$ cat src/verilog/soqpskPkg.sv
//----------------------------------------
// Shared constants for the SOQPSK trellis decoder.
// Widths, traceback depth and latencies used by the RTL
// modules and by the testbench files.
//----------------------------------------
`default_nettype none

package soqpskPkg;

   // Sample and metric widths
   localparam int ROT_BITS_DEF = 10;
   localparam int SIZE_DEF = 8;
   localparam int METRIC_GUARD = 4;
   localparam int NUM_STATES = 4;

   // Path metric at the default widths
   typedef logic signed [SIZE_DEF+METRIC_GUARD-1:0] metricT;

   // Traceback depth in symbols
   localparam int TB_DEPTH_DEF = 16;

   // Symbols from imaginary input to phase error output
   localparam int PHASE_LAG = 2;

   // Symbols from a symbol's inputs to its decision
   function automatic int DECISION_LAG(int depth);
      return depth + 3;
   endfunction

   // Cross predecessor of a state for the even or odd pairing
   function automatic logic [1:0] crossState(logic [1:0] state, logic even);
      return even ? (state ^ 2'd2) : (state ^ 2'd1);
   endfunction

endpackage

`default_nettype wire

$ cat src/verilog/acsBranchIf.sv
//----------------------------------------
// Branch inputs of one trellis state.
// The router drives the source side, one ACS unit reads
// the sink side.
//----------------------------------------
`default_nettype none

interface acsBranchIf import soqpskPkg::*; #(
   parameter int ROT_BITS = ROT_BITS_DEF
) ();

   // Rotated branch from the paired state and the zero-rotation branch
   logic [ROT_BITS-1:0] rot1Real;
   logic [ROT_BITS-1:0] rot0Real;
   logic [ROT_BITS-1:0] rot1Imag;
   logic [ROT_BITS-1:0] rot0Imag;

   modport source (output rot1Real, rot0Real, rot1Imag, rot0Imag);
   modport sink (input rot1Real, rot0Real, rot1Imag, rot0Imag);

endinterface

`default_nettype wire

$ cat src/verilog/acsUnit.sv
//----------------------------------------
// Add-compare-select for one trellis state.
// Metrics decay each symbol and all four units renormalize
// together through the shared normalize input.
//----------------------------------------
`default_nettype none

module acsUnit import soqpskPkg::*; #(
   parameter int ROT_BITS = ROT_BITS_DEF,
   parameter int SIZE = SIZE_DEF
) (
   input  logic                                clk,
   input  logic                                reset,
   input  logic                                symEn,
   input  logic [7:0]                          decayFactor,
   acsBranchIf.sink                            br,
   input  logic signed [SIZE+METRIC_GUARD-1:0] accIn,
   input  logic                                normalize,
   output logic signed [SIZE+METRIC_GUARD-1:0] accMetric,
   output logic                                sel,
   output logic                                normReq,
   output logic [ROT_BITS-1:0]                 branchImag
);

   localparam int MW = SIZE + METRIC_GUARD;
   // Half of the positive metric range
   localparam logic signed [MW-1:0] NORM_STEP = {2'b01, {(MW-2){1'b0}}};

   logic signed [MW-1:0] zeroIn, rotIn;
   logic signed [MW-1:0] zeroSum, rotSum;
   logic                 rotWins;

   // m - m * f / 256
   function automatic logic signed [MW-1:0] decay(logic signed [MW-1:0] m, logic [7:0] f);
      logic signed [MW+8:0] prod;
      prod = m * $signed({1'b0, f});
      return m - prod[MW+7:8];
   endfunction

   // Top SIZE bits of each sample with sign extension
   assign zeroIn = {{METRIC_GUARD{br.rot0Real[ROT_BITS-1]}}, br.rot0Real[ROT_BITS-1 -: SIZE]};
   assign rotIn = {{METRIC_GUARD{br.rot1Real[ROT_BITS-1]}}, br.rot1Real[ROT_BITS-1 -: SIZE]};

   // Both candidates decay by the same factor
   assign zeroSum = decay(accMetric, decayFactor) + zeroIn;
   assign rotSum = decay(accIn, decayFactor) + rotIn;
   assign rotWins = rotSum > zeroSum;

   always_ff @(posedge clk) begin
      if (reset) begin
         accMetric <= '0;
         sel <= 1'b0;
      end else if (symEn) begin
         accMetric <= (rotWins ? rotSum : zeroSum) - (normalize ? NORM_STEP : '0);
         sel <= rotWins;
      end
   end

   // Request when the top magnitude bit of a positive metric is set
   assign normReq = ~accMetric[MW-1] & accMetric[MW-2];

   assign branchImag = rotWins ? br.rot1Imag : br.rot0Imag;

endmodule

`default_nettype wire

$ cat src/verilog/bestMetric4.sv
//----------------------------------------
// Index of the largest of four signed path metrics.
// Two-level comparison tree with a registered result.
//----------------------------------------
`default_nettype none

module bestMetric4 import soqpskPkg::*; #(
   parameter int SIZE = SIZE_DEF
) (
   input  logic                                clk,
   input  logic                                reset,
   input  logic signed [SIZE+METRIC_GUARD-1:0] a, b, c, d,
   output logic [1:0]                          bestIndex
);

   logic signed [SIZE+METRIC_GUARD-1:0] maxAb, maxCd;
   logic                                idxAb, idxCd;

   // First level keeps the lower index on a tie
   assign idxAb = b > a;
   assign idxCd = d > c;
   assign maxAb = idxAb ? b : a;
   assign maxCd = idxCd ? d : c;

   always_ff @(posedge clk) begin
      if (reset) begin
         bestIndex <= 2'd0;
      end else if (maxCd > maxAb) begin
         bestIndex <= {1'b1, idxCd};
      end else begin
         bestIndex <= {1'b0, idxAb};
      end
   end

endmodule

`default_nettype wire

$ cat src/verilog/branchRouter.sv
//----------------------------------------
// Routes the 24 matched-filter outputs to the four states.
// Samples are latched on each symbol strobe and the rotated
// inputs follow the even/odd pairing of the trellis.
//----------------------------------------
`default_nettype none

module branchRouter import soqpskPkg::*; #(
   parameter int ROT_BITS = ROT_BITS_DEF
) (
   input  logic                clk,
   input  logic                reset,
   input  logic                symEn,
   input  logic [ROT_BITS-1:0] mfZr0Real, mfPr0Real, mfMr0Real,
   input  logic [ROT_BITS-1:0] mfZr1Real, mfPr1Real, mfMr1Real,
   input  logic [ROT_BITS-1:0] mfZr2Real, mfPr2Real, mfMr2Real,
   input  logic [ROT_BITS-1:0] mfZr3Real, mfPr3Real, mfMr3Real,
   input  logic [ROT_BITS-1:0] mfZr0Imag, mfPr0Imag, mfMr0Imag,
   input  logic [ROT_BITS-1:0] mfZr1Imag, mfPr1Imag, mfMr1Imag,
   input  logic [ROT_BITS-1:0] mfZr2Imag, mfPr2Imag, mfMr2Imag,
   input  logic [ROT_BITS-1:0] mfZr3Imag, mfPr3Imag, mfMr3Imag,
   output logic                symEven,
   acsBranchIf.source          br0,
   acsBranchIf.source          br1,
   acsBranchIf.source          br2,
   acsBranchIf.source          br3
);

   // Symbol parity starts even
   always_ff @(posedge clk) begin
      if (reset) begin
         symEven <= 1'b1;
      end else if (symEn) begin
         symEven <= ~symEven;
      end
   end

   //----------------------------------------
   // Sample latches
   //----------------------------------------
   always_ff @(posedge clk) begin
      if (reset) begin
         br0.rot1Real <= '0;
         br1.rot1Real <= '0;
         br2.rot1Real <= '0;
         br3.rot1Real <= '0;
         br0.rot0Real <= '0;
         br1.rot0Real <= '0;
         br2.rot0Real <= '0;
         br3.rot0Real <= '0;
         br0.rot1Imag <= '0;
         br1.rot1Imag <= '0;
         br2.rot1Imag <= '0;
         br3.rot1Imag <= '0;
         br0.rot0Imag <= '0;
         br1.rot0Imag <= '0;
         br2.rot0Imag <= '0;
         br3.rot0Imag <= '0;
      end else if (symEn) begin
         // Rotated inputs swap partners every other symbol
         br0.rot1Real <= !symEven ? mfMr0Real : mfPr2Real;
         br1.rot1Real <= !symEven ? mfPr1Real : mfMr3Real;
         br2.rot1Real <= !symEven ? mfPr3Real : mfMr1Real;
         br3.rot1Real <= !symEven ? mfMr2Real : mfPr0Real;
         br0.rot1Imag <= !symEven ? mfMr0Imag : mfPr2Imag;
         br1.rot1Imag <= !symEven ? mfPr1Imag : mfMr3Imag;
         br2.rot1Imag <= !symEven ? mfPr3Imag : mfMr1Imag;
         br3.rot1Imag <= !symEven ? mfMr2Imag : mfPr0Imag;
         // Zero rotation of the paired state
         br0.rot0Real <= mfZr3Real;
         br1.rot0Real <= mfZr2Real;
         br2.rot0Real <= mfZr0Real;
         br3.rot0Real <= mfZr1Real;
         br0.rot0Imag <= mfZr3Imag;
         br1.rot0Imag <= mfZr2Imag;
         br2.rot0Imag <= mfZr0Imag;
         br3.rot0Imag <= mfZr1Imag;
      end
   end

endmodule

`default_nettype wire

$ cat src/verilog/soqpskViterbi.sv
//----------------------------------------
// SOQPSK 4-state trellis decoder, top level.
// Takes matched-filter outputs on each symbol strobe and
// returns the best state, hard decisions and the phase error
// for the carrier loop.
//----------------------------------------
`default_nettype none

module soqpskViterbi import soqpskPkg::*; #(
   parameter int ROT_BITS = ROT_BITS_DEF,
   parameter int SIZE = SIZE_DEF,
   parameter int TB_DEPTH = TB_DEPTH_DEF
) (
   input  logic                clk,
   input  logic                reset,
   input  logic                symEn,
   input  logic [7:0]          decayFactor,
   input  logic [ROT_BITS-1:0] mfZr0Real, mfPr0Real, mfMr0Real,
   input  logic [ROT_BITS-1:0] mfZr1Real, mfPr1Real, mfMr1Real,
   input  logic [ROT_BITS-1:0] mfZr2Real, mfPr2Real, mfMr2Real,
   input  logic [ROT_BITS-1:0] mfZr3Real, mfPr3Real, mfMr3Real,
   input  logic [ROT_BITS-1:0] mfZr0Imag, mfPr0Imag, mfMr0Imag,
   input  logic [ROT_BITS-1:0] mfZr1Imag, mfPr1Imag, mfMr1Imag,
   input  logic [ROT_BITS-1:0] mfZr2Imag, mfPr2Imag, mfMr2Imag,
   input  logic [ROT_BITS-1:0] mfZr3Imag, mfPr3Imag, mfMr3Imag,
   output logic [1:0]          index,
   output logic                decision,
   output logic [ROT_BITS-1:0] phaseError
);

   localparam int MW = SIZE + METRIC_GUARD;

   logic signed [MW-1:0]  accMetric [NUM_STATES];
   logic signed [MW-1:0]  accCross [NUM_STATES];
   logic [ROT_BITS-1:0]   branchImag [NUM_STATES];
   logic [ROT_BITS-1:0]   imagDly [NUM_STATES];
   logic [NUM_STATES-1:0] sel, selDly, normReq;
   logic                  normalize;
   logic                  symEven;
   logic [1:0]            bestIndex;

   acsBranchIf #(.ROT_BITS(ROT_BITS)) br [NUM_STATES] ();

   branchRouter #(.ROT_BITS(ROT_BITS)) router_i (
      .*,
      .br0(br[0]),
      .br1(br[1]),
      .br2(br[2]),
      .br3(br[3])
   );

   // Shared renormalization
   assign normalize = |normReq;

   //----------------------------------------
   // ACS units with cross-feed muxes
   //----------------------------------------
   for (genvar i = 0; i < NUM_STATES; i++) begin : gAcs
      assign accCross[i] = accMetric[crossState(2'(i), symEven)];

      acsUnit #(.ROT_BITS(ROT_BITS), .SIZE(SIZE)) acs_i (
         .clk        (clk),
         .reset      (reset),
         .symEn      (symEn),
         .decayFactor(decayFactor),
         .br         (br[i]),
         .accIn      (accCross[i]),
         .normalize  (normalize),
         .accMetric  (accMetric[i]),
         .sel        (sel[i]),
         .normReq    (normReq[i]),
         .branchImag (branchImag[i])
      );
   end

   bestMetric4 #(.SIZE(SIZE)) best_i (
      .clk      (clk),
      .reset    (reset),
      .a        (accMetric[0]),
      .b        (accMetric[1]),
      .c        (accMetric[2]),
      .d        (accMetric[3]),
      .bestIndex(bestIndex)
   );

   // Symbol-rate alignment of select bits, index and phase error
   always_ff @(posedge clk) begin
      if (reset) begin
         selDly <= '0;
         index <= 2'd0;
         phaseError <= '0;
         for (int i = 0; i < NUM_STATES; i++) begin
            imagDly[i] <= '0;
         end
      end else if (symEn) begin
         selDly <= sel;
         index <= bestIndex;
         // Winner of the symbol now taken into index
         phaseError <= imagDly[bestIndex];
         for (int i = 0; i < NUM_STATES; i++) begin
            imagDly[i] <= branchImag[i];
         end
      end
   end

   traceBackSoqpsk #(.TB_DEPTH(TB_DEPTH)) trace_i (
      .clk     (clk),
      .reset   (reset),
      .symEn   (symEn),
      .symEven (symEven),
      .sel     (selDly),
      .index   (index),
      .decision(decision)
   );

endmodule

`default_nettype wire

$ cat src/verilog/traceBackSoqpsk.sv
//----------------------------------------
// Survivor memory and traceback for the 4-state trellis.
// Each symbol stores one column of select bits with its
// parity and emits the decision of the oldest column.
//----------------------------------------
`default_nettype none

module traceBackSoqpsk import soqpskPkg::*; #(
   parameter int TB_DEPTH = TB_DEPTH_DEF
) (
   input  logic                  clk,
   input  logic                  reset,
   input  logic                  symEn,
   input  logic                  symEven,
   input  logic [NUM_STATES-1:0] sel,
   input  logic [1:0]            index,
   output logic                  decision
);

   localparam int PW = (TB_DEPTH > 1) ? $clog2(TB_DEPTH) : 1;

   logic [NUM_STATES-1:0] selMem [TB_DEPTH];
   logic                  evenMem [TB_DEPTH];
   logic [PW-1:0]         wrPtr;
   logic                  oldestRot;

   //----------------------------------------
   // Traceback walk
   //----------------------------------------
   // Starts at the incoming column and ends at the slot about to
   // be overwritten
   always_comb begin
      logic [1:0] state;
      int         rdIdx;
      state = sel[index] ? crossState(index, symEven) : index;
      oldestRot = 1'b0;
      for (int j = 0; j < TB_DEPTH; j++) begin
         rdIdx = (int'(wrPtr) + TB_DEPTH - 1 - j) % TB_DEPTH;
         oldestRot = selMem[rdIdx][state];
         if (oldestRot) begin
            state = crossState(state, evenMem[rdIdx]);
         end
      end
   end

   // Circular survivor memory
   always_ff @(posedge clk) begin
      if (reset) begin
         for (int k = 0; k < TB_DEPTH; k++) begin
            selMem[k] <= '0;
            evenMem[k] <= 1'b0;
         end
      end else if (symEn) begin
         selMem[wrPtr] <= sel;
         evenMem[wrPtr] <= symEven;
      end
   end

   always_ff @(posedge clk) begin
      if (reset) begin
         wrPtr <= '0;
         decision <= 1'b0;
      end else if (symEn) begin
         // Zero-rotation survivor decodes as 1
         decision <= ~oldestRot;
         if (wrPtr == PW'(TB_DEPTH - 1)) begin
            wrPtr <= '0;
         end else begin
            wrPtr <= wrPtr + 1'b1;
         end
      end
   end

endmodule

`default_nettype wire
$ cat config.mk
export PLATFORM = sky130hd
export DESIGN_NAME = soqpskViterbi
export DESIGN_NICKNAME = d
export VERILOG_FILES = /design/src/verilog/soqpskPkg.sv /design/src/verilog/acsBranchIf.sv /design/src/verilog/acsUnit.sv /design/src/verilog/bestMetric4.sv /design/src/verilog/branchRouter.sv /design/src/verilog/soqpskViterbi.sv /design/src/verilog/traceBackSoqpsk.sv
export SDC_FILE = /design/constraint.sdc
export NUM_CORES = 2
export LEC_CHECK = 0
export CAP_MARGIN = 10
export CELL_PAD_IN_SITES_DETAIL_PLACEMENT = 1
export CELL_PAD_IN_SITES_GLOBAL_PLACEMENT = 2
export CORE_MARGIN = 2
export CORE_UTILIZATION = 35
export DETAILED_ROUTE_END_ITERATION = 16
export DONT_BUFFER_PORTS = 1
export PLACE_DENSITY_LB_ADDON = 0.2
export SLEW_MARGIN = 20
export SYNTH_ARGS = -nofsm -noshare
export SYNTH_HDL_FRONTEND = slang
export SYNTH_SLANG_ARGS = --single-unit
$ cat constraint.sdc
create_clock -name clk -period 11.45 [get_ports clk]
set_input_delay 1.7175 -clock clk [delete_from_list [all_inputs] [get_ports clk]]
set_output_delay 1.7175 -clock clk [all_outputs]
set_load 0.02 [all_outputs]
---- Word-level counts from Yosys, hierarchy flattened ----
Memory sizes are Yosys's and may differ from the RTL's. A register that Yosys moved wholly into a read port is not among the register bits.
Index checks and enable logic that the tools add are counted.
storage, ports and cells
  memories ................................ 3
  output and inout port bits .............. 13
  word-level logic and storage cells ...... 279
  memory bits (writable) .................. 120
  input bits .............................. 251
  flip-flop bits (word level) ............. 226
cells by class
  magnitude comparators ................... 28
  multipliers ............................. 8
  bitwise operators ....................... 50
  eq/ne operators ......................... 1
  multiplexer cells ....................... 118
  reduce and logical (&&, ||, !) cells .... 3
  $add $sub $neg .......................... 38
memories
  name             words  bits a word  read ports  clocked after memory_dff  wr ports  line                   source
  trace_i.selMem   16     4            16          0                         16        traceBackSoqpsk.sv:22  logic [NUM_STATES-1:0] selMem [TB_DEPTH];
  imagDly          4      10           1           1                         4         soqpskViterbi.sv:36    logic [ROT_BITS-1:0] imagDly [NUM_STATES];
  trace_i.evenMem  16     1            15          0                         16        traceBackSoqpsk.sv:23  logic evenMem [TB_DEPTH];
operator list
  kind                   count
  $mux W12               14
  $mul A12 B9 Y20        8
  $mux W10               16
  $sub A12 B12 Y12       12
  $add A12 B8 Y12        8
  $bmux W12 S2           4
  $gt A12 B12 Y1         7
  $mux W2                37
  $lt A2 B3 Y1 const B   17
  $not A1 Y1             38
  $bmux W1 S2            17
  $sub A4 B4 Y4 const B  8
  $mux W1                25
  $mux W4                4
  $sub A4 B3 Y4 const B  4
  $ge A3 B3 Y1 const B   4
  $not A2 Y3             4
  $sub A4 B2 Y4 const B  3
  $mux W11               1
  $add A4 B1 Y4 const B  2
  $reduce_or A4 Y1       2
  $and A1 B1 Y1          4
  $eq A4 B4 Y1 const B   1
  $or A1 B1 Y1           4
  2 further kinds        2

---- Depth between registers and ports, before layout ----
  word-level depth ........................ 51
  gate-level depth with buffers ........... 51
  gate-level depth less buffers ........... 45

---- By module ----
A second synthesis with hierarchy kept.
unflattened totals
  cell total of the unflattened synthesis .. 6049
  area, all modules ....................... 55949.9 µm²
modules (own cells, without submodules)
  module                    instances  sequential area each (µm²)  area each (µm²)  cells each
  traceBackSoqpsk           1          2502.4                      10214.8          1093
  acsUnit at gAcs[3].acs_i  1          260.2                       8834.7           1022
  acsUnit at gAcs[1].acs_i  1          260.2                       8785.9           984
  acsUnit at gAcs[0].acs_i  1          260.2                       8763.4           985
  acsUnit at gAcs[2].acs_i  1          260.2                       8745.9           983
  branchRouter              1          3223.1                      6442.4           617
  soqpskViterbi             1          1521.5                      2920.3           218
  bestMetric4               1          40.0                        1242.4           147

---- Worst setup path before layout ----
No wires, ideal clock.
  kind .................................... register to register
  start point ............................. register trace_i.wrPtr[0]
  end point ............................... register trace_i.decision
  path buffers ............................ 9
  data required time ...................... 11.371 ns
  period minus slack after synthesis ...... 12.667 ns
  setup slack ............................. -1.217 ns
  arrival time ............................ 12.587 ns
  stages on the path, launching flop included .. 48
  cell sequence ........................... dfxtp_1 buf_2 inv_2 clkbuf_1 clkbuf_1 buf_1 clkbuf_1 buf_1 ha_1 buf_6 buf_6 mux2i_1 inv_1 mux4_2 mux4_2 and3_1 o31a_1 a2111o_1 [... 12 more ...] mux2i_2 mux2_1 o22ai_1 o31a_1 nor4_2 a311oi_4 nor3_2 o31ai_1 a211oi_1 or3b_1 and2_4 or4_1 and3_1 clkbuf_2 a211o_1 and3_4 o221a_1 a211oi_2
on the way
  word-level cells in the longest chain between the ends .. 51
RTL lines
  what                                                      line                                    source
  start, declared                                           traceBackSoqpsk.sv:24                   logic [PW-1:0] wrPtr;
  start signal, assigned                                    traceBackSoqpsk.sv:69                   wrPtr <= wrPtr + 1'b1;
  $add A4 B1 Y4 *                                           traceBackSoqpsk.sv:38                   rdIdx = (int'(wrPtr) + TB_DEPTH - 1 - j) % TB_DEPTH;
  $sub A4 B2 Y4 *                                           traceBackSoqpsk.sv:38
  $mem_v2 Z16 W4                                            -
  $bmux W1 S2                                               traceBackSoqpsk.sv:39                   oldestRot = selMem[rdIdx][state];
  $mux W1 (not written as such)                             traceBackSoqpsk.sv:39
  $mux W2                                                   traceBackSoqpsk.sv:40                   if (oldestRot) begin
  $bmux W1 S2 or $not A1 Y1 (tied branches)                 -
  $mux W1 (not written as such) or $mux W2 (tied branches)  traceBackSoqpsk.sv:39, soqpskPkg.sv:32
  [... 35 more ...]                                         -
  $mux W1 (not written as such) or $mux W2 (tied branches)  traceBackSoqpsk.sv:39, soqpskPkg.sv:32
  $mux W2                                                   traceBackSoqpsk.sv:40
  $bmux W1 S2 or $not A1 Y1 (tied branches)                 -
  $mux W1 (not written as such) or $mux W2 (tied branches)  traceBackSoqpsk.sv:39, soqpskPkg.sv:32
  $mux W2                                                   traceBackSoqpsk.sv:40
  $bmux W1 S2 *                                             traceBackSoqpsk.sv:39
  $mux W1 (not written as such) *                           traceBackSoqpsk.sv:39
  $not A1 Y1 *                                              traceBackSoqpsk.sv:65                   decision <= ~oldestRot;
  end signal, assigned                                      traceBackSoqpsk.sv:65
  end, declared                                             traceBackSoqpsk.sv:17                   output logic decision
Every way passes the cells marked *; elsewhere a longest branch is shown, timed or not. The select of a mux whose other input is x is not followed.
A chain may end at the register's enable or synchronous reset.

---- Worst setup path in the final report ----
Same ends and word-level chain as after synthesis.

==> key figures <==
CTS
  • Clock Pin Slew Worst Setup and Hold Paths: 0.07 ns
  • Clk buf depth: 3
  • CTS Buf Count: 46
  • Clock sink count: 340
  • Clk root buf: clkbuf_16
  • CTS tree: built
  • H-tree depth: 2
  • Later-pin clock latency in the skew report: 0.68 ns

STA
  • RSZ-0062 raised after global routing: yes
  • Period utilisation layout: 0.985
  • Hold Vio Cnt, Final: 0
  • Final setup vio count: 0
  • Least-Margin Pin Slew: 1.09 ns
  • Slew margin rel.: 0.273
  • Minimum clock period: 11.28 ns
  • Final slew viol count: 0
  • Final WS setup: 0.172 ns
  • Highest Clock Rate: 0.0887 GHz
  • Clk_skew: 0.0753 ns

Yosys
  • Synthesized Nets: 7,248
  • Post-synth EDFFs: 120
  • Top_reg_cell synth: dfxtp_1
  • Top post-synthesis cells by area: fa_1, ha_1, dfxtp_1, mux2i_1, edfxtp_1
  • Synth top area share: 0.259
  • Synthesis-stage register bit count: 340
  • Synth warn: 0
  • Area leader, netlist: fa_1
  • Mean Syn Cell Area: 9.12 sq um
  • Most frequent cell after synthesis: inv_1
  • Synth async-reset ratio: 0
  • Post-Syn Area: 53,200 sq um
  • Top cells by count, synth: inv_1, fa_1, and2_1, ha_1, nand2_1
  • Share of the yosys chip area belonging to registers: 0.150
  • Synthesized instance count: 5,839
  • Synth cell types: 112

Routing
  • WL final: 170,000 microns
  • Total number of vias: 39,800
  • First-pass detailed-route iteration total: 5
  • Vias per std cell: 5.03
  • WL/cell: 21.5 microns
  • DRC viols: 0
  • Post-route antenna net violation count: 0
  • Initial DRC Count: 1,551

Cells and area
  • Area added between synthesis and finish: 10.0%
  • Layout cells sized above 1: 0.106
  • Final Net Count: 7,253
  • Non-Filler Instances: 7,915
  • Fillcell total: 17,400
  • Multi-input gate area: 41,000 sq um
  • Seq. cell area: 8020 sq um

GRT
  • Vias in the first global route: 43,300
  • First-pass GRT wire length: 263,000 microns
  • Tot GR Track Use: 0.221
  • Initial antenna violation count: 8
  • Largest net degree at the start of global routing: 263
  • Grt ovf: 0

Placed design
  • I/O Buffers: 0
  • Final HPWL DP: 132,000 microns
  • Placer congestion estimate: 0.871
  • Pre-CTS WS: -0.0138 ns
  • DP Cell Count: 7,812

Setup path
  • WP data arrival: 11.82 ns
  • CP max stage cell: or4b_4
  • Flop-to-flop setup slack: 0.17 ns
  • Worst Setup Start Kind: register
  • Worst reg2reg path depth: 41
  • Crit-path most repeated cell: mux2_4
  • WS Path Type: register to register
  • Crit path largest cell delay: 0.55 ns
  • Critical Path Sink Type: register
  • Worst-path maximum fanout: 6
  • CP required: 12.00 ns

Floorplan
  • Io pins: 264
  • Row cnt: 143
  • CORE AREA: 152,000 sq um
  • DIE AREA: 155,000 sq um
  • Die Ht: 394 microns
  • Initial Util: 0.351
  • Die Wd: 394 microns

Worst hold path
  • Worst hold path class: register to register
  • Hold Path Stages: 2

Flow run
  • # Max-Cap Violations: 0

Run status
  • Outcome: complete, no violations
## final timing paths
check,to,start
setup / recovery,trace_i.decision,trace_i.wrPtr[0]
hold / removal,router_i.br2.rot1Imag[0],router_i.br2.rot1Imag[0]
setup reg to reg,trace_i.decision,trace_i.wrPtr[0]
hold reg to reg,router_i.br2.rot1Imag[0],router_i.br2.rot1Imag[0]
## routing by layer
| layer | track usage | vias to the layer above | wire length, microns |
|---|---|---|---|
| li1 | - | 18900 | - |
| met1 | 0.296 | 20300 | 78100 |
| met2 | 0.379 | 511 | 82500 |
| met3 | 0.0241 | 161 | 5690 |
| met4 | 0.0537 | 0 | 4180 |
| met5 | 0 | - | 0 |
## what timing repair did
action,in CTS,in global routing
pin swaps,1,31
hold buffers,0,0
buffers inserted,0,13
endpoints found under the setup margin,1,1
cloned,0,1
resized for setup,2,50
## registers in the layout, summed over array words and instances (netlist names), 8 cells and up
name and cells:
router_i.br0.rot0Imag 10, router_i.br0.rot1Imag 10, router_i.br0.rot1Real 8, router_i.br2.rot0Real 8, router_i.br3.rot1Imag 10, router_i.br0.rot0Real 8
trace_i.evenMem 16, router_i.br2.rot0Imag 10, imagDly 40, router_i.br3.rot1Real 8, router_i.br3.rot0Real 8, router_i.br1.rot1Imag 10
router_i.br3.rot0Imag 10, router_i.br1.rot0Imag 10, router_i.br1.rot0Real 8, gAcs.acs_i.accMetric 48, phaseError 10, trace_i.selMem 64
router_i.br1.rot1Real 8, router_i.br2.rot1Imag 10, router_i.br2.rot1Real 8
## cells in the final DEF (no fill, tap or decap), drive strengths merged, types with 100 or more instances in the layout
master and n:
o21a 109, a21oi 186, buf 230, dfxtp 220
fa 688, edfxtp 120, and2 515, nor3 105
xnor2 160, inv 948, nand2 458, o21ai 119
nor2 326, mux2i 399, ha 470, mux2 100
## area by class of cell
type	count	share of cell area
diodes	3	0.000128
well taps	2030	0.0434
multi-input cells	4281	0.700
flip-flops and latches	340	0.137
repair buffers	231	0.0323
clock inverters	23	0.00457
clock buffers	63	0.0223
inverters	944	0.0606
## cell families (layout without fill, tap and decap cells)
| group | Yosys count | after routing | share of synthesized area |
|---|---|---|---|
| adders and majority gates | 1158 | 1158 | 0.369 |
| xor gates and xnor gates | 190 | 190 | 0.0323 |
| and+or+nand+nor | 1690 | 1690 | 0.161 |
| DFF | 340 | 340 | 0.150 |
| buffers and inverters | 1218 | 1261 | 0.0868 |
| other | 0 | 3 | 0 |
| AOI/OAI and AO/OA | 713 | 713 | 0.0904 |
| muxes | 530 | 530 | 0.110 |
## per-stage QoR
step           utilization  setup TNS (ns)  hold slack, ns  instance area (sq um)
4_1_cts              0.384               0           0.484                  58200
2_1_floorplan            -               0           0.460                  53400
3_3_place_gp         0.373               0           0.468                  56600
5_1_grt              0.386          -0.121           0.498                  58600
6_report             0.386               0           0.484                  58600
3_5_place_dp         0.373         -0.0138           0.478                  56600
## critical path, delay by kind of cell, from the launching register on
kind                     cells  cell delay (ns)
flip-flops                   1             0.36
buffers and inverters        5             0.70
AO/OA/AOI/OAI               18             4.55
multiplexers                 7             2.56
AND/OR/NAND/NOR             10             2.66
adder cells (fa/ha/maj)      1             0.35
Power is not shown: default switching activity piles up to over one toggle a cycle in this logic, so the estimate is an artifact.
